## src/common/axi_pkg.sv

```systemverilog
// AXI channel types
package axi_pkg;

	localparam int axi_id_width = 4;
	localparam int axi_addr_width = 32;
	localparam int axi_data_width = 64;
	localparam int axi_strb_width = axi_data_width / 8;

	typedef enum logic [1:0] {
		burst_fixed = 2'b00,
		burst_incr = 2'b01,
		burst_wrap = 2'b10
	} axi_burst_e;

	typedef enum logic [1:0] {
		resp_okay = 2'b00,
		resp_slverr = 2'b10
	} axi_resp_e;

	// Shared by AW and AR
	typedef struct packed {
		logic [axi_id_width-1:0] id;
		logic [axi_addr_width-1:0] addr;
		logic [7:0] len;
		logic [2:0] size;
		axi_burst_e burst;
	} axi_ax_t;

	typedef struct packed {
		logic [axi_data_width-1:0] data;
		logic [axi_strb_width-1:0] strb;
		logic last;
	} axi_w_t;

	typedef struct packed {
		logic [axi_id_width-1:0] id;
		axi_resp_e resp;
	} axi_b_t;

	typedef struct packed {
		logic [axi_id_width-1:0] id;
		logic [axi_data_width-1:0] data;
		axi_resp_e resp;
		logic last;
	} axi_r_t;

endpackage

```

## src/common/ram_pkg.sv

```systemverilog
// On-chip RAM geometry and access types
package ram_pkg;

	import axi_pkg::*;

	localparam int ram_bytes = 65536;
	localparam int ram_word_lsb = 3;
	localparam int ram_word_width = 13;
	localparam int ram_words = ram_bytes >> ram_word_lsb;
	localparam int ram_data_width = axi_data_width;
	localparam int ram_be_width = axi_strb_width;

	typedef logic [ram_word_width-1:0] ram_word_t;

	typedef struct packed {
		ram_word_t word;
		logic write;
		logic [ram_be_width-1:0] be;
		logic [ram_data_width-1:0] data;
	} mem_req_t;

	typedef enum logic [1:0] {rd_idle, rd_issue, rd_wait, rd_resp} rd_state_e;
	typedef enum logic [1:0] {wr_idle, wr_data, wr_resp} wr_state_e;

	function automatic ram_word_t start_word(axi_ax_t ax);
		return ax.addr[ram_word_lsb +: ram_word_width];
	endfunction

	// WRAP, reserved burst types and bursts running past the RAM end
	function automatic logic burst_error(axi_ax_t ax);
		logic [axi_addr_width-ram_word_lsb:0] last_word;
		last_word = {1'b0, ax.addr[axi_addr_width-1:ram_word_lsb]};
		if (ax.burst == burst_incr)
			last_word = last_word + ax.len;
		return (ax.burst != burst_incr && ax.burst != burst_fixed) || last_word >= ram_words;
	endfunction

endpackage

```

## src/ram_bridge/axi_write_channel.sv

```systemverilog
// AXI write channel engine
`timescale 1ns/1ns
module axi_write_channel import axi_pkg::*, ram_pkg::*; (
	input  logic     aclk,
	input  logic     reset,
	input  axi_ax_t  aw,
	input  logic     aw_valid,
	output logic     aw_ready,
	input  axi_w_t   w,
	input  logic     w_valid,
	output logic     w_ready,
	output axi_b_t   b,
	output logic     b_valid,
	input  logic     b_ready,
	output mem_req_t req,
	output logic     req_valid,
	input  logic     grant
);

	wr_state_e state;
	logic [axi_id_width-1:0] id_q;
	ram_word_t word_q;
	logic incr_q;
	logic err_q;
	logic aw_fire;
	logic w_fire;

	assign aw_fire = aw_valid && aw_ready;
	assign w_fire = w_valid && w_ready;

	// A bad burst still drains its W beats but never reaches the RAM
	assign req_valid = (state == wr_data) && w_valid && !err_q;
	assign w_ready = (state == wr_data) && (err_q || grant);

	assign req.word = word_q;
	assign req.write = 1'b1;
	assign req.be = w.strb; // Strobes map straight onto the byte enables
	assign req.data = w.data;

	assign b.id = id_q;
	assign b.resp = err_q ? resp_slverr : resp_okay;

	always_ff @(posedge aclk) begin
		if (reset) begin
			state <= wr_idle;
			aw_ready <= 1'b0;
			b_valid <= 1'b0;
		end else begin
			case (state)
				wr_idle: begin
					aw_ready <= 1'b1;
					if (aw_fire) begin
						aw_ready <= 1'b0;
						state <= wr_data;
					end
				end
				wr_data: begin
					if (w_fire && w.last)
						state <= wr_resp;
				end
				wr_resp: begin
					b_valid <= 1'b1; // Rises one cycle after entering the state
					if (b_valid && b_ready) begin
						b_valid <= 1'b0;
						aw_ready <= 1'b1;
						state <= wr_idle;
					end
				end
				default: state <= wr_idle;
			endcase
		end
	end

	always_ff @(posedge aclk) begin
		if (aw_fire) begin
			id_q <= aw.id;
			word_q <= start_word(aw);
			incr_q <= (aw.burst == burst_incr);
			err_q <= burst_error(aw);
		end else if (w_fire) begin
			word_q <= word_q + ram_word_t'(incr_q); // FIXED stays on one word
		end
	end

endmodule

```

## config.mk

```make
export PLATFORM = sky130hd
export DESIGN_NAME = axi_write_channel
export DESIGN_NICKNAME = d
export VERILOG_FILES = /design/src/common/axi_pkg.sv /design/src/common/ram_pkg.sv /design/src/ram_bridge/axi_write_channel.sv
export SDC_FILE = /design/constraint.sdc
export NUM_CORES = 1
export LEC_CHECK = 0
export BUFFER_PORTS_ARGS = -buffer_cell sky130_fd_sc_hd__clkbuf_2
export CORE_AREA = 4 4 84 86
export CTS_CLUSTER_SIZE = 25
export DETAILED_ROUTE_END_ITERATION = 10
export DIE_AREA = 0 0 88 90
export PLACE_DENSITY_LB_ADDON = 0.1
export SYNTH_ARGS = -nofsm -noshare
export SYNTH_HDL_FRONTEND = slang
export SYNTH_SLANG_ARGS = --single-unit
```

## constraint.sdc

```tcl
create_clock -name aclk -period 6.6 [get_ports aclk]
set_input_delay 0.99 -clock aclk [delete_from_list [all_inputs] [get_ports aclk]]
set_output_delay 0.99 -clock aclk [all_outputs]
set_load 0.01 [all_outputs]
```

* Word-level counts from Yosys, hierarchy flattened
Cells that the tools add are included.
** Word-level totals
- Flip-flop bits (word level) :: 23
- Output and inout bits :: 96
- Bits of input ports :: 128
- Logic and storage cells :: 47
** Cells by class
- Mux-type cells :: 13
- Add/subtract/negate cells :: 2
- Reductions and logical operators :: 17
- Equality and inequality tests :: 7
- Magnitude comparators :: 1
** Operators by type and width (number)
- 30-bit two-way mux :: 2
- 29-bit by 8-bit adder with 30-bit output :: 1
- 30-bit by 14-bit >= comparator with 1-bit output (second input constant) :: 1
- 13-bit two-way mux :: 2
- 13-bit by 1-bit adder with 13-bit output :: 1
- 1-bit logical AND :: 8
- 2-bit two-way mux :: 4
- 2-bit one-hot mux with 3 select lines :: 1
- 2-bit nonzero test :: 3
- 2-bit by 1-bit == test with 1-bit output (second input constant) :: 2
- 2-bit by 1-bit inequality test with 1-bit output (second input constant) :: 2
- 2-bit inequality test (second input constant) :: 2
- 1-bit two-way mux :: 3
- 3-bit AND reduction :: 1
- 2-bit == test (second input constant) :: 1
- 2-bit zero test :: 1
- 1-bit logical OR :: 2
- 1-bit one-hot mux with 2 select lines :: 1
- 2-bit AND reduction :: 1
- 1-bit zero test :: 1

* Logic depth before layout (Yosys ltp)
- Depth after elaboration :: 6
- Mapped depth :: 9
- Gate-level depth less buffers :: 9

* Worst setup path after synthesis
Ideal clock, no wire load.
- Path type :: input port to flip-flop
- Start :: input aw[5] in the netlist's numbering
- End :: register err_q, data pin
- Path slack :: 2983 ps
- Buffers on the path :: 0
- Arrival :: 3345 ps
- Library setup time :: 272 ps
- Required time :: 6328 ps
- Stages :: 9
- Cells stage by stage :: ha_1 > fa_1 > a211oi_1 > o211ai_2 > nand4_1 > xnor2_1 > or4_1 > a211o_1 > or4_1
** On the way
- Word-level cells in the longest chain between the ends :: 5
** Ends and longest elaborated chain
- from (decl) :: RTL line axi_write_channel.sv:6 : input axi_ax_t aw,
- 29-bit by 8-bit adder with 30-bit output :: RTL line ram_pkg.sv:34 : last_word = last_word + ax.len;
- 30-bit two-way mux :: RTL line ram_pkg.sv:33 : if (ax.burst == burst_incr)
- 30-bit two-way mux :: RTL line axi_write_channel.sv:75 : if (aw_fire) begin
- 30-bit by 14-bit >= comparator with 1-bit output :: RTL line ram_pkg.sv:35 : return (ax.burst != burst_incr && ax.burst != burst_fixed) || last_word >= ram_words;
- 1-bit logical OR :: RTL line ram_pkg.sv:35
- to (signal assigned) :: RTL line axi_write_channel.sv:79 : err_q <= burst_error(aw);
- to (decl) :: RTL line axi_write_channel.sv:24 : logic err_q;
No other way between the ends. The select of a mux whose other input is x is not followed.
A chain may end at the register's enable or synchronous reset.

* Worst setup path in the final report
Ends and elaborated chain as after synthesis.

==> results by group <==
Clock network
  • CTS Root Cell: clkbuf_8
  • H-tree depth: 1
  • Cts repair resizes: 0
  • CTS sink count: 23
  • Insertion delay to the later sink of the worst-skew pair: 0.26 ns
  • Max Root-Sink Buffers: 2
  • Hold_buf cts: 0
  • Post-CTS setup buffers: 0
  • CTS tree: yes
  • CTS Buf Count: 3
  • Clock-pin slew on the worst setup and hold paths: 0.08 ns

Cells and area
  • Final non-filler cell total: 347
  • Seq. cell area: 651 µm²
  • Final Util: 0.363
  • Final #Nets: 410
  • # diodes: 0
  • Fill count: 689
  • Commonest non-fill, non-tap cell in the layout: clkbuf_2
  • Share of layout cells above drive strength 1: 0.315
  • Area Growth Syn to Fin: -3.09%
  • Commonest non-fill, non-tap cells in the layout: clkbuf_2 (71), nor2_1 (24), edfxtp_1 (19)
  • Multi-input gate area: 0.00108 mm²

Die
  • Die W: 88 µm
  • Die area: 0.00792 mm²
  • Initial core utilization: 0.374
  • Core box area: 0.00628 mm²
  • # rows: 29
  • I/O pins: 224
  • Die Ht: 90 µm

Placed design
  • Port buffer count: 71
  • Cells after DPL: 343
  • Post-DP HPWL: 4480 µm
  • Routability cong.: 0.785
  • Place WS: 2.71 ns

STA
  • Setup TNS: 0 ns
  • Fmax: 0.280 GHz
  • Skew final: 0.00396 ns
  • # setup viols final: 0
  • Min cycle time layout: 3.58 ns
  • Hold Vio Cnt, Final: 0
  • Crit share post-route: 0.542
  • Rel. slew slack: 0.469
  • RSZ-0062 raised after global routing: no
  • Fin. max-slew vios: 0
  • PnR worst setup slack: 3.02 ns
  • Worst-Margin Slew: 0.795 ns

Setup path
  • Worst EP arrival: 3.58 ns
  • Max FO, Critical Path: 2
  • Critical path required time: 6.60 ns
  • Worst Setup Start Kind: primary input
  • Crit Path Class: in -> reg
  • CP endpoint kind: register

Synth
  • Synth Area in Adders: 0.0618
  • Yosys warnings: 0
  • Mux cell area share after synthesis: 0.0229
  • Async SR Flop Fraction: 0
  • Post-synthesis compound-gate area fraction: 0.114
  • EDFF count, synth: 19
  • Xor and xnor area share after synthesis: 0.0485
  • Mean Syn Cell Area: 8.64 µm²
  • Top FF cell, synth: edfxtp_1
  • Synth Area in Simple Gates: 0.211
  • Synth Instances: 272
  • Synth unique cells: 47
  • Number of synthesized register bits: 23
  • Syn Nets: 411
  • Cell Area, Synth: 0.00235 mm²
  • Seq/Total Area, Yosys: 0.277
  • Main combinational cell family by area after synthesis: buffers and inverters

Global route
  • Met3 Use GR: 0.0420
  • First-pass GRT wire length: 8410 µm
  • Vias in the first global route: 1761
  • Largest net degree at the start of global routing: 26
  • Initial antenna violation count: 0
  • Busiest grt layer: met2
  • Met2 usage in global routing: 0.201
  • Grt ovf: 0
  • M1 GR Usage: 0.164
  • Gr usage total: 0.128

Drt
  • Post-Route WL: 5360 µm
  • Post-DRT Antenna Nets: 0
  • First-pass DRT Iterations: 4
  • DRC viols: 0
  • Via-per-instance ratio: 5.14
  • Via count: 1784
  • Iter 0 DRT Violations: 68
  • Drt wl/cell: 15.4 µm

Power
  • Peak VDD IR: 0.0928 mV
  • Power per Cell Area: 160 mW/mm²
  • Leakage: 0.934 nW

Job
  • # Max-Cap Violations: 0

Run status
  • Status: complete, no violations

Min path
  • Worst hold path class: reg -> reg
## final timing paths
path | start | end | slack, ns | depth (start not counted)
worst max-delay path | aw[5] | err_q$_DFFE_PP_ | 3.02 | 10
worst min-delay path | b_valid$_SDFFE_PP0P_ | b_valid$_SDFFE_PP0P_ | 0.51 | 2
worst max register to register | aw_ready$_SDFFE_PP0P_ | word_q[1]$_DFFE_PP_ | 4.63 | 3
worst min register to register | b_valid$_SDFFE_PP0P_ | b_valid$_SDFFE_PP0P_ | 0.51 | 2
## cells by family (layout without fill, tap and decap cells)
family | Yosys count | in the layout
AOI/OAI and AO/OA | 42 | 42
muxes | 5 | 5
adders and majority gates | 11 | 11
and+or+nand+nor | 91 | 91
DFF | 23 | 23
buffers and inverters | 85 | 83
xor gates and xnor gates | 13 | 13
other | 2 | 2
## through the flow
stage | power (W) | hold slack [ns] | area (µm²)
4_1_cts | 0.000369 | 0.507 | 2280
3_5_place_dp | 0.000282 | 0.494 | 2230
2_1_floorplan | 0.000284 | 0.485 | 2350
5_1_grt | 0.000386 | 0.536 | 2280
3_3_place_gp | 0.000282 | 0.494 | 2230
6_report | 0.000364 | 0.514 | 2280
## state kept, by name (all words and copies together), names as in the netlist
name / cells
aw_ready: 1
b_valid: 1
err_q: 1
id_q: 4
incr_q: 1
state: 2
word_q: 13
## final cells by class
type	count	area share
tap	77	0.0423
timing repair buffer	71	0.156
multi-input combinational	164	0.476
sequential	23	0.286
clock buffer	3	0.0181
inverter	8	0.0192
clock inverter	1	0.00220
## report_power, final
group	switching (W)	internal, W
clock	0.0000446	0.0000420
sequential	0.00000988	0.000173
combinational	0.0000535	0.0000418
total	0.000108	0.000256
## routing by layer
layer | part of all wire | routed length, µm
met1 | 0.42 | 2230
met3 | 0.099 | 532
met2 | 0.47 | 2490
met4 | 0.019 | 102
met5 | 0 | 0
## Yosys cell counts (all sizes together) (3+ instances only)
cell    instances  share of area
a211oi          3         0.0096
a21oi          14          0.030
buf            75           0.24
dfxtp           4          0.034
edfxtp         19           0.24
ha             10          0.053
inv             7          0.011
mux2            3          0.014
nand2          16          0.026
nand3          16          0.039
nand4           4          0.011
nand4b          3          0.018
nor2           24          0.038
nor3           14          0.037
o211ai          4          0.015
o21ai           9          0.019
xnor2           8          0.030
xor2            5          0.019
## critical path, stage by stage
cell	delay, ns
clkbuf_2	0.08
ha_1	0.22
fa_1	0.37
a211oi_1	0.26
o211ai_2	0.15
nand4_1	0.15
xnor2_1	0.06
or4_1	0.52
a211o_1	0.27
or4_1	0.49
Note: power is estimated with default switching activity, not from simulation.
