**config.mk**
```make
export PLATFORM = sky130hd
export DESIGN_NAME = axi_read_channel
export DESIGN_NICKNAME = d
export VERILOG_FILES = /design/src/common/axi_pkg.sv /design/src/common/ram_pkg.sv /design/src/ram_bridge/axi_read_channel.sv
export SDC_FILE = /design/constraint.sdc
export NUM_CORES = 1
export LEC_CHECK = 0
export BUFFER_PORTS_ARGS = -buffer_cell sky130_fd_sc_hd__buf_2
export CORE_AREA = 2 2 108 110
export CTS_CLUSTER_SIZE = 24
export DETAILED_ROUTE_END_ITERATION = 16
export DIE_AREA = 0 0 110 112
export GPL_TIMING_DRIVEN = 0
export PLACE_DENSITY_LB_ADDON = 0.08
export RECOVER_POWER = 50
export SETUP_SLACK_MARGIN = 0.2
export SLEW_MARGIN = 20
export SYNTH_ARGS = -nofsm -noshare
export SYNTH_HDL_FRONTEND = slang
export SYNTH_SLANG_ARGS = --single-unit
```
**constraint.sdc**
```tcl
create_clock -name aclk -period 3.73 [get_ports aclk]
set_input_delay 0.746 -clock aclk [delete_from_list [all_inputs] [get_ports aclk]]
set_output_delay 0.746 -clock aclk [all_outputs]
set_load 0.03 [all_outputs]
```
**src/common/axi_pkg.sv**
```systemverilog
// AXI channel types
package axi_pkg;

	localparam int axi_id_width = 4;
	localparam int axi_addr_width = 32;
	localparam int axi_data_width = 64;
	localparam int axi_strb_width = axi_data_width / 8;

	typedef enum logic [1:0] {
		burst_fixed = 2'b00,
		burst_incr = 2'b01,
		burst_wrap = 2'b10
	} axi_burst_e;

	typedef enum logic [1:0] {
		resp_okay = 2'b00,
		resp_slverr = 2'b10
	} axi_resp_e;

	// Shared by AW and AR
	typedef struct packed {
		logic [axi_id_width-1:0] id;
		logic [axi_addr_width-1:0] addr;
		logic [7:0] len;
		logic [2:0] size;
		axi_burst_e burst;
	} axi_ax_t;

	typedef struct packed {
		logic [axi_data_width-1:0] data;
		logic [axi_strb_width-1:0] strb;
		logic last;
	} axi_w_t;

	typedef struct packed {
		logic [axi_id_width-1:0] id;
		axi_resp_e resp;
	} axi_b_t;

	typedef struct packed {
		logic [axi_id_width-1:0] id;
		logic [axi_data_width-1:0] data;
		axi_resp_e resp;
		logic last;
	} axi_r_t;

endpackage

```
**src/common/ram_pkg.sv**
```systemverilog
// On-chip RAM geometry and access types
package ram_pkg;

	import axi_pkg::*;

	localparam int ram_bytes = 65536;
	localparam int ram_word_lsb = 3;
	localparam int ram_word_width = 13;
	localparam int ram_words = ram_bytes >> ram_word_lsb;
	localparam int ram_data_width = axi_data_width;
	localparam int ram_be_width = axi_strb_width;

	typedef logic [ram_word_width-1:0] ram_word_t;

	typedef struct packed {
		ram_word_t word;
		logic write;
		logic [ram_be_width-1:0] be;
		logic [ram_data_width-1:0] data;
	} mem_req_t;

	typedef enum logic [1:0] {rd_idle, rd_issue, rd_wait, rd_resp} rd_state_e;
	typedef enum logic [1:0] {wr_idle, wr_data, wr_resp} wr_state_e;

	function automatic ram_word_t start_word(axi_ax_t ax);
		return ax.addr[ram_word_lsb +: ram_word_width];
	endfunction

	// WRAP, reserved burst types and bursts running past the RAM end
	function automatic logic burst_error(axi_ax_t ax);
		logic [axi_addr_width-ram_word_lsb:0] last_word;
		last_word = {1'b0, ax.addr[axi_addr_width-1:ram_word_lsb]};
		if (ax.burst == burst_incr)
			last_word = last_word + ax.len;
		return (ax.burst != burst_incr && ax.burst != burst_fixed) || last_word >= ram_words;
	endfunction

endpackage

```
**src/ram_bridge/axi_read_channel.sv**
```systemverilog
// AXI read channel engine
`timescale 1ns/1ns
module axi_read_channel import axi_pkg::*, ram_pkg::*; (
	input  logic                      aclk,
	input  logic                      reset,
	input  axi_ax_t                   ar,
	input  logic                      ar_valid,
	output logic                      ar_ready,
	output axi_r_t                    r,
	output logic                      r_valid,
	input  logic                      r_ready,
	output mem_req_t                  req,
	output logic                      req_valid,
	input  logic                      grant,
	input  logic [ram_data_width-1:0] rdata
);

	rd_state_e state;
	logic [axi_id_width-1:0] id_q;
	logic [7:0] count_q; // Beats still to come after the current one
	ram_word_t word_q;
	logic incr_q;
	logic err_q;
	logic ar_fire;
	logic r_fire;
	logic issue_done;

	assign ar_fire = ar_valid && ar_ready;
	assign r_fire = r_valid && r_ready;

	// Error bursts pass through rd_issue without asking for the port
	assign issue_done = (state == rd_issue) && (err_q || grant);
	assign req_valid = (state == rd_issue) && !err_q;

	assign req.word = word_q;
	assign req.write = 1'b0;
	assign req.be = '0;
	assign req.data = '0;

	assign r_valid = (state == rd_resp);

	always_ff @(posedge aclk) begin
		if (reset) begin
			state <= rd_idle;
			ar_ready <= 1'b0;
			count_q <= 8'd0;
		end else begin
			case (state)
				rd_idle: begin
					ar_ready <= 1'b1;
					if (ar_fire) begin
						ar_ready <= 1'b0;
						count_q <= ar.len;
						state <= rd_issue;
					end
				end
				rd_issue: begin
					if (issue_done)
						state <= rd_wait;
				end
				rd_wait: state <= rd_resp;
				rd_resp: begin
					// Nothing new is issued until the beat is taken
					if (r_fire) begin
						if (count_q == 8'd0) begin
							ar_ready <= 1'b1;
							state <= rd_idle;
						end else begin
							count_q <= count_q - 8'd1;
							state <= rd_issue;
						end
					end
				end
				default: state <= rd_idle;
			endcase
		end
	end

	always_ff @(posedge aclk) begin
		if (ar_fire) begin
			id_q <= ar.id;
			word_q <= start_word(ar);
			incr_q <= (ar.burst == burst_incr);
			err_q <= burst_error(ar);
		end else if (issue_done) begin
			word_q <= word_q + ram_word_t'(incr_q);
		end
	end

	// RAM output is only valid during rd_wait
	always_ff @(posedge aclk) begin
		if (state == rd_wait) begin
			r.id <= id_q;
			r.data <= err_q ? '0 : rdata;
			r.resp <= err_q ? resp_slverr : resp_okay;
			r.last <= (count_q == 8'd0);
		end
	end

endmodule

```
Word-level counts from Yosys, hierarchy flattened
Cells that the tools add are included.

operators by class
  $add $sub $neg = 3
  magnitude comparators = 1
  eq/ne operators = 10
  multiplexer cells = 18
  reduce and logical (&&, ||, !) cells = 16

operators by type and width
  kind                                                                                    count
  30-bit 2-to-1 mux                                                                       2
  29-bit by 8-bit adder with 30-bit output                                                1
  30-bit by 14-bit greater-or-equal comparator with 1-bit output (second input constant)  1
  13-bit 2-to-1 mux                                                                       2
  8-bit 2-to-1 mux                                                                        3
  8-bit case mux with 2 select lines                                                      1
  13-bit by 1-bit adder with 13-bit output                                                1
  8-bit zero test                                                                         1
  2-bit 2-to-1 mux                                                                        4
  2-bit case mux with 4 select lines                                                      1
  8-bit by 1-bit subtractor with 8-bit output (second input constant)                     1
  2-bit by 1-bit != test with 1-bit output (second input constant)                        3
  2-bit != test (second input constant)                                                   3
  3-bit AND reduction                                                                     2
  2-bit nonzero test                                                                      3
  1-bit logical AND                                                                       5
  2-bit by 1-bit equality test with 1-bit output (second input constant)                  2
  2-bit equality test (second input constant)                                             2
  1-bit 2-to-1 mux                                                                        4
  4-bit AND reduction                                                                     1
  2-bit zero test                                                                         1
  1-bit logical OR                                                                        2
  1-bit case mux with 2 select lines                                                      1
  1-bit zero test                                                                         1

word-level totals
  register bits = 101
  input port bits = 118
  output and inout bits = 160
  word-level logic and storage cells = 59

Logic depth before layout (Yosys ltp)
  word-level depth = 5
  depth in mapped cells = 8
  depth with buffers taken out = 8

Least setup slack after synthesis
No wires, ideal clock.

  path type = in2reg
  start point = input port ar[5] in the netlist's numbering
  end point = register err_q (data pin)
  setup time = 0.271 ns
  arrival time = 2.490 ns
  slack = 0.969 ns
  stages on the path = 8
  path buffers = 0
  cell sequence = ha_1 -> fa_1 -> a211oi_1 -> o211ai_1 -> and2_1 -> or4_1 -> a211oi_2 -> nand4_1

on the way
  cells in the longest elaborated chain, start to end = 5

ends and longest elaborated chain
  what                                                            line                    source
  start, declared                                                 axi_read_channel.sv:6   input axi_ax_t ar,
  29-bit by 8-bit adder with 30-bit output                        ram_pkg.sv:34           last_word = last_word + ax.len;
  30-bit 2-to-1 mux                                               ram_pkg.sv:33           if (ax.burst == burst_incr)
  30-bit 2-to-1 mux                                               axi_read_channel.sv:80  if (ar_fire) begin
  30-bit by 14-bit greater-or-equal comparator with 1-bit output  ram_pkg.sv:35           return (ax.burst != burst_incr && ax.burst != burst_fixed) || last_word >= ram_words;
  1-bit logical OR                                                ram_pkg.sv:35
  end signal, assigned                                            axi_read_channel.sv:84  err_q <= burst_error(ar);
  end, declared                                                   axi_read_channel.sv:23  logic err_q;

No other way between the ends. The select of a mux whose other input is x is not followed.
A chain may end at the register's enable or synchronous reset.

Worst setup path after layout
Same ends and word-level chain as after synthesis.

==> flow_results.org <==
** Synth
- For this run, the number of Yosys warnings is 0.
- Number of synthesized register bits :: 100
- FFs w/ async S/R, synth :: 0%
- Library cells used by synthesis :: 54
- Part of the Yosys area used for sequential elements :: 53.1%
- The most used flip-flop cell after synthesis is edfxtp_1.
- Combined area of all synthesized cells :: 5450 um^2
- Counting flops with a built-in enable in the synthesized netlist gives 89.
- Post-Syn Instances :: 486
- Mean instance size in the synthesized netlist :: 11.2 um^2

** Critical path
- The worst setup path is launched from a primary input.
- R2R Path End :: r[38]
- The worst setup path is captured at a flop.
- Worst-path cell chain :: buf_2 > ha_1 > fa_1 > a211oi_1 > o211ai_1 > and2_1 > or4_1 > a211oi_2 > nand4_1
- Worst setup slack for register-to-register paths :: 1.06 ns
- For this run, the slowest stage of the critical path takes 0.43 ns.
- In this run the worst path has a maximum fanout of 4.
- Standard cell with the maximum stage delay on the critical path :: or4_1
- The worst register-to-register path begins at state[0].
- CP Data Required Time :: 3.79 ns
- The number of cells on the worst reg-to-reg path is 3.
- Data arrives at the worst endpoint at 2.93 ns.
- The worst setup path is of the primary input to flop kind.

** Final layout
- NumNets Final :: 904
- 0 antenna diodes ended up in the layout.
- Final core occ :: 63.9%
- Area growth from synthesis to final layout :: 31.2%
- Share of final-layout standard cells stronger than drive strength 1 :: 35.6%
- Fill cells in the final layout number 942.

** Worst hold path
- Worst hold path endpoint :: r[69]
- Hold Path Cell Cnt :: 0
- In this run the most critical hold path is launched from id_q[2].
- Hold/Removal Path Class :: flop to flop

** Place
- At the end of routability-driven placement, the weighted congestion stood at 0.928.
- Prior to clock tree synthesis, the placed netlist has a worst setup slack of 0.531 ns.
- After legalization and detailed placement, the total HPWL measured 10.3 mm.
- Count of port buffers added during placement :: 197

** Clocking
- Quantity of gates resized following cts :: 0
- TritonCTS sink count :: 100
- Clock edge transition at the registers on the reported setup and hold paths :: 0.07 ns
- CTS tree :: built
- Longest Clk Path Bufs :: 2
- Quantity of hold-fixing buffers added after cts :: 0
- The clock reaches the later pin of the worst-skew pair after 0.34 ns.
- CTS H-tree depth :: 3
- After clock tree synthesis, the setup repair step added 0 buffers.
- Number of clock buffers inserted by TritonCTS :: 9
- Cell at the root of the clock tree :: clkbuf_16

** Timing
- Setup repair after global routing left no endpoint under its margin.
- Total setup violations reported at the end of the flow :: 0
- The count of final hold-check violations came to 0.
- The worst path in the final design needs a cycle of 2.87 ns, including I/O delays and setup.
- Minimum setup slack in the final design :: 0.860 ns
- In the finished design, the share of the clock period the worst path needs comes to 76.9%.
- Tightest slew margin relative to the limit :: 12.5%
- Upper clock frequency limit :: 348 MHz
- Final slew viol count :: 0
- Clock Skews :: 0.0117 ns
- For the final routed database, the setup TNS stands at 0 ns.
- Worst-margin pin slew :: 1.31 ns

** Flow run
- Maximum capacitance violations :: 0

** Run status
- Outcome :: completed

** Die
- Row generation in the floorplan step produced 39 rows.
- Die Area :: 12,300 um^2
- Height of the chip :: 112 um
- Core Area :: 11,200 um^2
- Initial core utilization :: 48.7%
- In this run the horizontal extent of the chip is 110 um.
- During I/O placement, the number of pins put on the boundary was 278.

** Global route
- For this run, the total global-route usage over all layers was measured as 20.1%.
- The first global-routing pass estimated 19.3 mm of wire.
- GR Overflow Total :: 0
- Antenna violations before repair :: 0
- The number of global-route vias before repair is 3,913.
- Entering global routing, the biggest net connects 55 pins.

** Detailed routing
- The final layout contains routed wiring with a total length of 13.0 mm.
- The first TritonRoute pass finished after 4 iterations.
- Dividing the detail-routed via count by the number of cells gives 4.78.
- The detailed router finished its first iteration with 267 violations.
- Summing over every cut layer, the via total after detailed routing is 4,373.
- Dividing the detail-routed wire length by the instance count gives 14.2 um.
- DRC violation count after routing :: 0
- Detail Route Antenna Nets :: 0

** Pwr
- Dividing total power by cell area gives a power density of 580 nW/um^2.
- The worst-case IR drop observed on VDD is 331 uV.
- For this design the static power due to leakage is 3.09 nW.
synth_stat cells (2+ instances only):
| library cell | instances | share of area, % |
|---|---|---|
| edfxtp_1 | 89 | 49 |
| buf_4 | 74 | 10 |
| nor2b_1 | 66 | 7.6 |
| nor2_1 | 36 | 2.5 |
| a21oi_1 | 22 | 2.0 |
| nand2_1 | 22 | 1.5 |
| ha_1 | 17 | 3.9 |
| inv_1 | 16 | 1.1 |
| clkbuf_1 | 14 | 0.96 |
| o21ai_0 | 13 | 1.2 |
| nand3_1 | 12 | 1.1 |
| dfxtp_1 | 11 | 4.0 |
| xnor2_1 | 8 | 1.3 |
| xor2_1 | 8 | 1.3 |
| nor3_1 | 7 | 0.64 |
| a211oi_1 | 6 | 0.83 |
| nand4_1 | 6 | 0.69 |
| and3_1 | 5 | 0.57 |
| a211oi_2 | 3 | 0.69 |
| a22oi_1 | 3 | 0.41 |
| mux2i_1 | 3 | 0.55 |
| o211ai_1 | 3 | 0.41 |
| a211o_1 | 2 | 0.32 |
| a31oi_1 | 2 | 0.23 |
| and2_1 | 2 | 0.23 |
| and4_1 | 2 | 0.32 |
| mux2_2 | 2 | 0.41 |
| nor4_1 | 2 | 0.23 |
| o2111ai_1 | 2 | 0.32 |
| o21a_1 | 2 | 0.28 |
| o22ai_1 | 2 | 0.23 |
| or4_1 | 2 | 0.28 |
how the worst max path moves through the flow:
stage,startpoint,endpoint,slack [ns]
after global routing,ar[5],err_q,0.74
final,ar[5],err_q,0.86
after floorplan,ar[5],err_q,0.97
after CTS,ar[5],err_q,0.87
after detailed placement,ar[5],err_q,0.53
after global placement,state[0],r[67],0.51
stage by stage:
step / cells / instance area [um^2] / hold slack [ns] / power, W
after global placement: 899 / 6890 / 0.402 / 0.00326
final: 915 / 7150 / 0.425 / 0.00414
after detailed placement: 900 / 6930 / 0.409 / 0.00330
after floorplan: 559 / 5720 / 0.400 / 0.00284
after global routing: 915 / 7150 / 0.432 / 0.00436
after CTS: 915 / 7210 / 0.425 / 0.00418
kinds of logic after synthesis:
| family | Yosys count | share of synthesized area (%) |
|---|---|---|
| and+or+nand+nor | 170 | 17.6 |
| buffers and inverters | 104 | 12.3 |
| DFF | 100 | 53.1 |
| AOI/OAI and AO/OA | 72 | 9.17 |
| adders and majority gates | 18 | 4.27 |
| xor gates and xnor gates | 16 | 2.57 |
| muxes | 5 | 0.965 |
| other | 1 | 0.0689 |
power breakdown:
part / switching (W) / leakage [nW] / internal (W)
logic: 0.00108 / 2.04 / 0.000477
registers: 0.000139 / 0.915 / 0.00156
clock network: 0.000417 / 0.140 / 0.000464
total: 0.00164 / 3.09 / 0.00250
cell type report:
type / instances / area, um^2 / share of cell area, %
buffer: 88 / 608 / 8.51
clock buffer: 9 / 225 / 3.15
clock inverter: 6 / 57.6 / 0.805
inverter: 16 / 60.1 / 0.840
multi-input combinational: 355 / 2160 / 30.2
sequential: 100 / 2890 / 40.5
tap: 143 / 179 / 2.50
timing repair buffer: 198 / 963 / 13.5
critical path: cells and delay by family:
family | cells | cell delay, ns
AO/OA/AOI/OAI | 3 | 0.68
adder cells (fa/ha/maj) | 2 | 0.59
buffers and inverters | 1 | 0.12
AND/OR/NAND/NOR | 3 | 0.79
cell usage in the layout, fill, tap and decap left out, types with 11 or more instances in the layout:
master,instances
clkbuf_1,36
dfxtp_1,11
a21oi_1,22
o21ai_0,13
buf_2,175
edfxtp_1,89
nor2b_1,66
inv_1,16
nand3_1,12
conb_1,74
nand2_1,22
buf_4,74
ha_1,17
nor2_1,36
sequential cells by signal, indices dropped and copies added (netlist names):
register	flops
err_q	1
count_q	8
id_q	4
incr_q	1
word_q	13
state	2
r	70
ar_ready	1
metal layers:
layer	track usage, %	up-vias	routed length [um]
met5	0	-	0
met4	4.30	0	68
met3	4.80	6	1390
met2	34.4	210	6410
met1	25.7	2012	5170
li1	-	2145	-
Power figures use the tool's default switching activity.
