===== src/common/axi_pkg.sv =====
// AXI channel types
package axi_pkg;

	localparam int axi_id_width = 4;
	localparam int axi_addr_width = 32;
	localparam int axi_data_width = 64;
	localparam int axi_strb_width = axi_data_width / 8;

	typedef enum logic [1:0] {
		burst_fixed = 2'b00,
		burst_incr = 2'b01,
		burst_wrap = 2'b10
	} axi_burst_e;

	typedef enum logic [1:0] {
		resp_okay = 2'b00,
		resp_slverr = 2'b10
	} axi_resp_e;

	// Shared by AW and AR
	typedef struct packed {
		logic [axi_id_width-1:0] id;
		logic [axi_addr_width-1:0] addr;
		logic [7:0] len;
		logic [2:0] size;
		axi_burst_e burst;
	} axi_ax_t;

	typedef struct packed {
		logic [axi_data_width-1:0] data;
		logic [axi_strb_width-1:0] strb;
		logic last;
	} axi_w_t;

	typedef struct packed {
		logic [axi_id_width-1:0] id;
		axi_resp_e resp;
	} axi_b_t;

	typedef struct packed {
		logic [axi_id_width-1:0] id;
		logic [axi_data_width-1:0] data;
		axi_resp_e resp;
		logic last;
	} axi_r_t;

endpackage


===== src/common/ram_pkg.sv =====
// On-chip RAM geometry and access types
package ram_pkg;

	import axi_pkg::*;

	localparam int ram_bytes = 65536;
	localparam int ram_word_lsb = 3;
	localparam int ram_word_width = 13;
	localparam int ram_words = ram_bytes >> ram_word_lsb;
	localparam int ram_data_width = axi_data_width;
	localparam int ram_be_width = axi_strb_width;

	typedef logic [ram_word_width-1:0] ram_word_t;

	typedef struct packed {
		ram_word_t word;
		logic write;
		logic [ram_be_width-1:0] be;
		logic [ram_data_width-1:0] data;
	} mem_req_t;

	typedef enum logic [1:0] {rd_idle, rd_issue, rd_wait, rd_resp} rd_state_e;
	typedef enum logic [1:0] {wr_idle, wr_data, wr_resp} wr_state_e;

	function automatic ram_word_t start_word(axi_ax_t ax);
		return ax.addr[ram_word_lsb +: ram_word_width];
	endfunction

	// WRAP, reserved burst types and bursts running past the RAM end
	function automatic logic burst_error(axi_ax_t ax);
		logic [axi_addr_width-ram_word_lsb:0] last_word;
		last_word = {1'b0, ax.addr[axi_addr_width-1:ram_word_lsb]};
		if (ax.burst == burst_incr)
			last_word = last_word + ax.len;
		return (ax.burst != burst_incr && ax.burst != burst_fixed) || last_word >= ram_words;
	endfunction

endpackage


===== src/ram_bridge/ram_port_arbiter.sv =====
// SRAM port arbiter
`timescale 1ns/1ns
module ram_port_arbiter import ram_pkg::*; (
	input  logic     aclk,
	input  logic     reset,
	input  mem_req_t wr_req,
	input  logic     wr_valid,
	output logic     wr_grant,
	input  mem_req_t rd_req,
	input  logic     rd_valid,
	output logic     rd_grant,
	output mem_req_t mem,
	output logic     mem_en
);

	logic last_rd; // Set when the read side was served most recently

	// On a tie the side that was not served last wins
	assign wr_grant = wr_valid && (!rd_valid || last_rd);
	assign rd_grant = rd_valid && (!wr_valid || !last_rd);

	assign mem = rd_grant ? rd_req : wr_req;
	assign mem_en = wr_grant || rd_grant;

	always_ff @(posedge aclk) begin
		if (reset)
			last_rd <= 1'b0;
		else if (wr_grant)
			last_rd <= 1'b0;
		else if (rd_grant)
			last_rd <= 1'b1;
	end

endmodule


===== config.mk =====
export PLATFORM = sky130hd
export DESIGN_NAME = ram_port_arbiter
export DESIGN_NICKNAME = d
export VERILOG_FILES = /design/src/common/axi_pkg.sv /design/src/common/ram_pkg.sv /design/src/ram_bridge/ram_port_arbiter.sv
export SDC_FILE = /design/constraint.sdc
export NUM_CORES = 1
export LEC_CHECK = 0
export BUFFER_PORTS_ARGS = -buffer_cell sky130_fd_sc_hd__buf_2
export CELL_PAD_IN_SITES_DETAIL_PLACEMENT = 0
export CELL_PAD_IN_SITES_GLOBAL_PLACEMENT = 1
export CORE_AREA = 3 3 102 104
export DETAILED_ROUTE_END_ITERATION = 6
export DIE_AREA = 0 0 105 107
export GPL_ROUTABILITY_DRIVEN = 0
export PLACE_DENSITY_LB_ADDON = 0.1
export SYNTH_ARGS = -nofsm -noshare
export SYNTH_HDL_FRONTEND = slang
export SYNTH_SLANG_ARGS = --single-unit

===== constraint.sdc =====
create_clock -name aclk -period 3.07 [get_ports aclk]
set_clock_uncertainty 0.15 [all_clocks]
set_input_delay 0.7675 -clock aclk [delete_from_list [all_inputs] [get_ports aclk]]
set_output_delay 0.7675 -clock aclk [all_outputs]
set_load 0.05 [all_outputs]

# Word level (Yosys, flattened, before mapping)

Index checks and enable logic that the tools add are counted.

Output and inout port bits: 89
Memory bits (read-only): 0
Bits in latches: 0
RAM bits: 0
Memories kept: 0
Word-level logic and storage cells: 11
Register bits after elaboration: 1

Bitwise gates (word level): 0
Multiplexer cells: 1
Reduce and logical (&&, ||, !) cells: 9
Equal/unequal tests: 0
Shifts and indexed selects: 0
Divide/modulo/power cells: 0
$add $sub $neg: 0
Multipliers: 0
Order comparisons: 0

Operators by type and width:

| operator            | number |
|---|---|
| $mux W86            | 1 |
| $logic_not A1 Y1    | 3 |
| $logic_or A1 B1 Y1  | 3 |
| $logic_and A1 B1 Y1 | 2 |
| $reduce_or A2 Y1    | 1 |

# Logic depth before layout (Yosys ltp)

Gate-level depths: netlist of run 1.

Depth in word-level cells: 4
Mapped depth: 4
Depth with buffers taken out: 2

# Worst setup path before layout of run 1

Ideal clock, no wire load.

Path kind: input to output
Start point: input port rd_valid
End point: output port mem[76] (netlist name)
Setup slack: 0.418 ns
Arrival time: 1.734 ns
Data required time: 2.152 ns
Stages on the path: 4
Cells stage by stage: a21boi_4 buf_6 buf_12 mux2_4

RTL lines:

| item               | RTL line               | source |
|---|---|---|
| start: declaration | ram_port_arbiter.sv:10 | `input logic rd_valid,` |
| end: declaration   | ram_port_arbiter.sv:12 | `output mem_req_t mem,` |

==> flow_summary.json, run 1 <==
{
  "final_cell_area_mm2": 0.002674,
  "dpl_cell_area_mm2": 0.002674,
  "cts-resized-gates": 0,
  "totalWireLength_um": 6401,
  "core_mm2": 0.009639,
  "n_antenna_cell": 0,
  "ys_types": 11,
  "yosysWarnings": 0,
  "io_buffer_count": 264,
  "worstSkewPairLatency_ps": 0,
  "wl_per_cell_um": 13.01,
  "worstSetupEndpointType": "primary output",
  "cp_max_fo": 47,
  "fmaxAchievable_mhz": 339.9,
  "register_area_um2": 20.02,
  "drc": 0,
  "worst_hold_path.num_cells": 2,
  "synthTopCellsByArea": "mux2_2 (51%), mux2_4 (35%), buf_12 (4.8%)",
  "maxCapViolations": 0,
  "critPathArrivalTime_ps": 2020,
  "synth_seq_cells": 1,
  "outcome": "complete, no violations",
  "viasPerCell": 3.768,
  "dpl.hpwl_um": 5887,
  "worst-r2r-cell-count": 2,
  "post_cts_buffers": 0,
  "ios": 265,
  "avgSynthCellArea_um2": 12.30,
  "worstMarginPinSlew_ps": 292.2,
  "vias": 1854,
  "rsz0062_at_grt": "false",
  "synthCells": 102,
  "grt_antenna_before_repair": 0,
  "crit_required_ps": 2150,
  "ctsHoldBuffers": 0,
  "synth.cell_area_mm2": 0.001255,
  "layout.nets": 537,
  "power.leakage_nw": 1.539,
  "max-vdd-ir-drop_mv": 0.09375,
  "multi_input_area_mm2": 0.001126,
  "top_register": "last_rd",
  "power_density_mw_per_mm2": 285.2,
  "cp-start-kind": "primary input",
  "clk_pin_slew_worst_paths_ps": 0,
  "yosys.area.top_type": "mux2_2",
  "grt_start_max_net_pins": 48,
  "post-route-period-util_pct": 95.83,
  "initial_core_util_pct": 13.02,
  "min_period_ps": 2942,
  "first_pass_iters": 4,
  "drive_above_1_share_pct": 98.61,
  "relSlewSlack_pct": 80.52,
  "track_usage_pct": 9.650,
  "synth_seq_area_share_pct": 1.595,
  "rows": 36,
  "synth_nets": 278,
  "finalHoldViolations": 0,
  "setup_tns_ps": 0,
  "route.antenna.remaining_nets": 0,
  "fp.dieH_um": 107,
  "first_global_vias": 1845,
  "syn_to_final_growth_pct": 113.1,
  "nFillCells": 1089,
  "finalSetupViolCount": 0,
  "grt_pass1_wl_um": 9039,
  "hp-class": "reg2reg",
  "largestRegisters": "last_rd (1)",
  "largest_reg_flops": 1,
  "synth_top_area_share_pct": 51.15,
  "fp.dieW_um": 105,
  "die_area_mm2": 0.01124,
  "drt_iter0_drc": 57,
  "crit_type": "in2out",
  "grt-ovfl-total": 0,
  "slew_violations": 0
}
## through the flow
| step | util [%] | cells | power, mW | worst slack [ps] | hold WS [ps] |
|---|---|---|---|---|---|
| after floorplan | - | 102 | 0.5769 | 418.3 | 335.1 |
| after global placement | 27.74 | 492 | 0.7716 | 112.0 | 366.3 |
| after detailed placement | 27.74 | 492 | 0.7695 | 119.3 | 363.8 |
| after CTS | 27.74 | 492 | 0.7712 | 117.4 | 365.4 |
| after global routing | 27.74 | 492 | 0.7990 | 70.69 | 417.2 |
| final | 27.74 | 492 | 0.7626 | 128.1 | 359.1 |
## worst paths after layout
check | startpoint | to | slack [ps]
max | wr_valid | mem[5] | 130
min | last_rd$_SDFFE_PP0P_ | last_rd$_SDFFE_PP0P_ | 360
max reg2reg | last_rd$_SDFFE_PP0P_ | last_rd$_SDFFE_PP0P_ | 2240
min reg2reg | last_rd$_SDFFE_PP0P_ | last_rd$_SDFFE_PP0P_ | 360
## per-layer routing
layer | global-route usage, % | routed length, um | vias to the layer above
met4 | 0 | 0 | 0
met5 | 0 | 0 | -
met3 | 3.010 | 807 | 0
li1 | - | - | 901
met2 | 21.68 | 3661 | 137
met1 | 8.599 | 1932 | 816
## where the power goes
group | total, mW | switching [mW] | internal [mW]
Combinational | 0.747 | 0.482 | 0.265
Clock | 0 | 0 | 0
Sequential | 0.0153 | 0.00106 | 0.0143
Total | 0.763 | 0.483 | 0.279
## cell families after synthesis
group	synth area share, %
AO/OA/AOI/OAI	1.894
buffers and inverters	8.674
flip-flops	1.595
multiplexers	85.84
AND/OR/NAND/NOR	1.994
## critical path, cell delays in order
cell and delay [ps]:
buf_2 130, a21boi_4 210, buf_12 310, mux2_2 370, buf_2 210
## synthesized netlist by cell type, drive strengths merged
| cell type | number |
|---|---|
| a21boi | 1 |
| a21oi | 1 |
| and2 | 1 |
| buf | 9 |
| dfxtp | 1 |
| mux2 | 86 |
| nand2b | 2 |
| or2 | 1 |
## area by class of cell
cell class,instances,share of cell area [%]
timing repair buffer,266,50.91
multi-input combinational,92,42.12
tap,133,6.224
sequential,1,0.7487
## cell usage in the layout (no fill, tap or decap)
cell type / netlist / layout
buf_2: 0 / 264
mux2_4: 29 / 29
a21boi_4: 1 / 1
a21oi_1: 1 / 1
nand2b_1: 2 / 2
and2_1: 1 / 1
dfxtp_1: 1 / 1
buf_12: 3 / 2
mux2_2: 57 / 57
or2_2: 1 / 1
Power figures use the tool's default switching activity.
==> run 2, diff against run 1 <==
--- a/config.mk
+++ b/config.mk
@@ -12,7 +12,9 @@
 export DETAILED_ROUTE_END_ITERATION = 6
 export DIE_AREA = 0 0 105 107
 export GPL_ROUTABILITY_DRIVEN = 0
+export GPL_TIMING_DRIVEN = 0
 export PLACE_DENSITY_LB_ADDON = 0.1
+export RECOVER_POWER = 25
 export SYNTH_ARGS = -nofsm -noshare
 export SYNTH_HDL_FRONTEND = slang
 export SYNTH_SLANG_ARGS = --single-unit
==> flow_summary.json, run 2 (synthesized netlist as in run 1, its figures left out) <==
{
  "utilization_pct": 28.53,
  "die_area_mm2": 0.01124,
  "grt_start_max_net_pins": 11,
  "post-place-cells": 499,
  "relSlewSlack_pct": 58.87,
  "initial_core_util_pct": 13.02,
  "final_cell_mix": "buf_2 (247), mux2_2 (57), mux2_4 (29), clkbuf_2 (17), buf_4 (5)",
  "route.antenna.remaining_nets": 0,
  "viasPerCell": 3.701,
  "maxCapViolations": 0,
  "combPwrFrac_pct": 98.0,
  "worstSkewPairLatency_ps": 0,
  "first_pass_iters": 2,
  "track_usage_pct": 9.801,
  "ios": 265,
  "finalPower_uw": 775.9,
  "p_sw_share_pct": 62.65,
  "worstSetupEndpointType": "primary output",
  "rsz0062_at_grt": "false",
  "worstMarginPinSlew_ps": 619.6,
  "cp_max_fo": 10,
  "power_density_mw_per_mm2": 282.1,
  "first_global_vias": 1869,
  "syn_to_final_growth_pct": 119.1,
  "max-vdd-ir-drop_mv": 0.09944,
  "hold_slack_ps": 359.0,
  "drt_iter0_drc": 47,
  "mostFrequentLayoutCell": "buf_2",
  "crit_type": "in2out",
  "critPathArrivalTime_ps": 2020,
  "grt_pass1_wl_um": 9273,
  "p_switching_uw": 486.1,
  "vias": 1854,
  "r2r-start": "last_rd$_SDFFE_PP0P_",
  "grt-ovfl-total": 0,
  "internal_power_uw": 289.8,
  "finalHoldViolations": 0,
  "instances_no_fill": 501,
  "outcome": "complete, no violations",
  "drive_above_1_share_pct": 98.10,
  "drc": 0,
  "rows": 36,
  "layout.nets": 546,
  "fp.dieW_um": 105,
  "p_clk_share_pct": 0,
  "worstHoldStart": "last_rd$_SDFFE_PP0P_",
  "hp-class": "reg2reg",
  "totalWireLength_um": 6349,
  "wl_per_cell_um": 12.67,
  "crit_required_ps": 2150,
  "clk_pin_slew_worst_paths_ps": 0,
  "core_mm2": 0.009639,
  "largest_reg_flops": 1,
  "cp-start-kind": "primary input",
  "power.leakage_nw": 1.585,
  "n_antenna_cell": 0,
  "cts-resized-gates": 0,
  "dpl.hpwl_um": 5957,
  "crit_start": "wr_valid",
  "min_period_ps": 2936,
  "finalSetupViolCount": 0,
  "top_register": "last_rd",
  "fp.dieH_um": 107,
  "slew_violations": 0,
  "io_buffer_count": 264,
  "fmaxAchievable_mhz": 340.6,
  "pwr-share-seq_pct": 2.0,
  "setup_tns_ps": 0,
  "grt_antenna_before_repair": 0,
  "largestRegisters": "last_rd (1)",
  "post-route-period-util_pct": 95.64
}
-- run 2: repair_timing --
action	in CTS	in global routing
hold buffers	0	0
setup buffers	0	2
endpoints found under the setup margin	0	29
-- run 2: layout make-up --
type	count	area (um^2)
fill	1090	6889
timing repair buffer	266	1334
sequential	1	20.02
tap	133	166.4
multi-input combinational	92	1126
buffer	9	103.9
-- run 2: power groups by stage --
| stage | Sequential (mW) | Clock (mW) | Combinational, mW |
|---|---|---|---|
| 2_1_floorplan | 0.0152 | 0 | 0.562 |
| 3_3_place_gp | 0.0153 | 0 | 0.769 |
| 3_5_place_dp | 0.0153 | 0 | 0.767 |
| 4_1_cts | 0.0153 | 0 | 0.769 |
| 5_1_grt | 0.0157 | 0 | 0.799 |
| 6_report | 0.0154 | 0 | 0.760 |
-- run 2: per-stage QoR --
| step | area, um^2 | setup slack [ps] |
|---|---|---|
| after floorplan | 1255 | 418.3 |
| after global placement | 2743 | 55.22 |
| after detailed placement | 2743 | 15.48 |
| after CTS | 2743 | 13.02 |
| after global routing | 2750 | 35.44 |
| final | 2750 | 133.9 |
-- run 2: worst paths after layout --
check	endpoint	slack (ps)	cells after the start
worst max-delay path	mem[26]	130	6
worst min-delay path	last_rd$_SDFFE_PP0P_	360	2
worst max register to register	last_rd$_SDFFE_PP0P_	2240	2
worst min register to register	last_rd$_SDFFE_PP0P_	360	2
-- run 2: critical path, stage by stage --
cell and delay, ps:
buf_2 130, a21boi_4 220, buf_4 160, buf_4 170, mux2_2 360, buf_2 210
-- run 2: metal layers --
| layer | track usage, % | routed length [um] | vias up |
|---|---|---|---|
| met3 | 2.769 | 744 | 6 |
| met4 | 1.031 | 74 | 0 |
| met1 | 9.576 | 1969 | 789 |
| met5 | 0 | 0 | - |
| met2 | 20.67 | 3560 | 141 |
| li1 | - | - | 918 |
==> run 3, diff against run 2 <==
--- a/config.mk
+++ b/config.mk
@@ -5,16 +5,18 @@
 export SDC_FILE = /design/constraint.sdc
 export NUM_CORES = 1
 export LEC_CHECK = 0
+export ABC_AREA = 1
 export BUFFER_PORTS_ARGS = -buffer_cell sky130_fd_sc_hd__buf_2
 export CELL_PAD_IN_SITES_DETAIL_PLACEMENT = 0
 export CELL_PAD_IN_SITES_GLOBAL_PLACEMENT = 1
-export CORE_AREA = 3 3 102 104
+export CORE_MARGIN = 3
+export CORE_UTILIZATION = 11
 export DETAILED_ROUTE_END_ITERATION = 6
-export DIE_AREA = 0 0 105 107
 export GPL_ROUTABILITY_DRIVEN = 0
 export GPL_TIMING_DRIVEN = 0
 export PLACE_DENSITY_LB_ADDON = 0.1
 export RECOVER_POWER = 25
+export SETUP_SLACK_MARGIN = 0.02
 export SYNTH_ARGS = -nofsm -noshare
 export SYNTH_HDL_FRONTEND = slang
 export SYNTH_SLANG_ARGS = --single-unit
==> constraint.sdc (replaced) <==
create_clock -name aclk -period 2.7 [get_ports aclk]
set_clock_uncertainty 0.15 [all_clocks]
set_input_delay 0.675 -clock aclk [delete_from_list [all_inputs] [get_ports aclk]]
set_output_delay 0.675 -clock aclk [all_outputs]
set_load 0.05 [all_outputs]
==> flow_summary.json, run 3 <==
{
  "rows": 39,
  "finalHoldViolations": 0,
  "fp.dieW_um": 114.9,
  "cp_slowest_stage_delay_ps": 260,
  "ios": 265,
  "viasPerCell": 4.050,
  "maxCapViolations": 0,
  "route.antenna.remaining_nets": 0,
  "worstSetupEndpointType": "primary output",
  "rsz0062_at_grt": "false",
  "grt-ovfl-total": 0,
  "ys_types": 11,
  "first_global_vias": 2652,
  "mostFrequentLayoutCell": "buf_2",
  "grt_pass1_wl_um": 12770,
  "finalPower_uw": 940.2,
  "dpl.hpwl_um": 7440,
  "fp.dieH_um": 114.9,
  "synthCells": 298,
  "synth_top_area_share_pct": 50.05,
  "die_area_mm2": 0.01321,
  "synth_nets": 474,
  "crit_required_ps": 1880,
  "drt_iter0_drc": 123,
  "crit_type": "in2out",
  "synth_seq_area_share_pct": 1.534,
  "instances_no_fill": 704,
  "vias": 2851,
  "grt_antenna_before_repair": 0,
  "synth_compound_area_share_pct": 0.3835,
  "yosysWarnings": 0,
  "hold_end": "last_rd$_SDFFE_PP0P_",
  "worstHoldStart": "last_rd$_SDFFE_PP0P_",
  "top_register": "last_rd",
  "power_density_mw_per_mm2": 331.6,
  "io_buffer_count": 263,
  "hp-class": "reg2reg",
  "clk_pin_slew_worst_paths_ps": 0,
  "grt_start_max_net_pins": 11,
  "drive_above_1_share_pct": 51.34,
  "drc": 0,
  "fmaxAchievable_mhz": 384.9,
  "worst-r2r-cell-count": 4,
  "min_period_ps": 2598,
  "path_depth": 7,
  "core_mm2": 0.01152,
  "cp_max_fo": 10,
  "post-route-period-util_pct": 96.24,
  "slew_violations": 0,
  "synth-edff-count": 0,
  "r2r-start": "last_rd$_SDFFE_PP0P_",
  "yosysMostFrequentCell": "nand2_1",
  "cp_common_cell": "buf_2",
  "finalSetupViolCount": 0,
  "cp-start-kind": "primary input",
  "worst_hold_path.num_cells": 2,
  "power.leakage_nw": 1.958,
  "synthTopCellsByArea": "nand2_1 (50%), nand3_1 (33%), buf_2 (4.6%)",
  "first_pass_iters": 4,
  "path_buf_inv": 4,
  "synth_seq_cells": 1,
  "crit_family": "buffers and inverters",
  "postLayoutSetupSlackWorst_ps": 101.7,
  "r2r-end": "last_rd$_SDFFE_PP0P_",
  "synth_top_family_by_area": "simple AND/OR/NAND/NOR gates",
  "critPathArrivalTime_ps": 1770,
  "critical-path-slowest-cell": "buf_2",
  "final_cell_mix": "buf_2 (246), nand2_1 (174), nand3_1 (86), clkbuf_2 (23), clkbuf_4 (8)",
  "yosys.area_share.adder_pct": 0,
  "synthTopCellsByCount": "nand2_1 (174), nand3_1 (86), buf_2 (12)",
  "synthFlopType": "dfxtp_1",
  "utilization_pct": 24.62,
  "track_usage_pct": 11.62,
  "hold_slack_ps": 364.3,
  "dpl_worst_slack_ps": -11.98,
  "totalWireLength_um": 8685,
  "synth-xor-area-share_pct": 0,
  "syn_to_final_growth_pct": 117.3,
  "wl_per_cell_um": 12.34,
  "synth.cell_area_mm2": 0.001305,
  "synthSimpleGateAreaFrac_pct": 84.56,
  "initial_core_util_pct": 11.33,
  "largestRegisters": "last_rd (1)",
  "max-vdd-ir-drop_mv": 0.1058,
  "avgSynthCellArea_um2": 4.379,
  "n_antenna_cell": 0,
  "crit_chain": "buf_2, nand2_2, buf_6, clkbuf_4, nand3_1, nand2_1, buf_2",
  "yosys.area.top_type": "nand2_1",
  "relSlewSlack_pct": 68.27,
  "post-place-cells": 704,
  "worstMarginPinSlew_ps": 475.9,
  "synth.area.mux_share_pct": 0,
  "r2r_slack_ps": 1570,
  "largest_reg_flops": 1,
  "layout.nets": 739,
  "outcome": "complete, no violations",
  "synthArstFlopShare_pct": 0,
  "worstSkewPairLatency_ps": 0
}
## run 3: how the worst max path moves through the flow
stage	from	endpoint	slack [ps]
detailed placement	wr_valid	mem[68]	-10
global route	wr_valid	mem[53]	20
CTS	wr_valid	mem[70]	20
finish	wr_valid	mem[70]	100
global placement	wr_valid	mem[68]	10
floorplan	rd_valid	mem[77]	330
## run 3: final cells by class
class | count | area (um^2)
Buffer | 28 | 171.4
Fill cell | 1391 | 8681
Multi-Input combinational cell | 265 | 1114
Sequential cell | 1 | 20.02
Timing Repair Buffer | 263 | 1336
Inverter | 4 | 15.01
Tap cell | 143 | 178.9
## run 3: cells by family after synthesis
kind of cell,Yosys count
DFF,1
AOI/OAI and AO/OA,1
and+or+nand+nor,264
buffers and inverters,32
## run 3: per-layer routing
metal | vias to the layer above | wire [um] | global-route usage (%)
met3 | 8 | 895 | 2.368
met4 | 0 | 112 | 1.252
met1 | 1199 | 3082 | 12.30
li1 | 1478 | - | -
met2 | 166 | 4595 | 23.88
met5 | - | 0 | 0
## run 3: what timing repair did
item | CTS | global route
buffers inserted | 0 | 0
resized for setup | 1 | 16
hold buffers | 0 | 0
endpoints found under the setup margin | 1 | 75
## run 3: power by group
| group | switching [mW] | leakage [nW] | total [mW] | internal [mW] |
|---|---|---|---|---|
| registers | 0.000998 | 0.00835 | 0.0173 | 0.0163 |
| clock network | 0 | 0 | 0 | 0 |
| logic | 0.664 | 1.95 | 0.923 | 0.259 |
| total | 0.665 | 1.96 | 0.940 | 0.275 |
## run 3: worst register-to-register path, delay by kind of cell, from the launching register on
kind,cells,cell delay [ps]
simple gates,3,350
flops,1,310
buf+inv,1,260
## run 3: metrics by stage
step	instance area, um^2	TNS (ps)
2_1_floorplan	1305	0
3_3_place_gp	2800	0
3_5_place_dp	2800	-11.98
4_1_cts	2803	0
5_1_grt	2835	0
6_report	2835	0
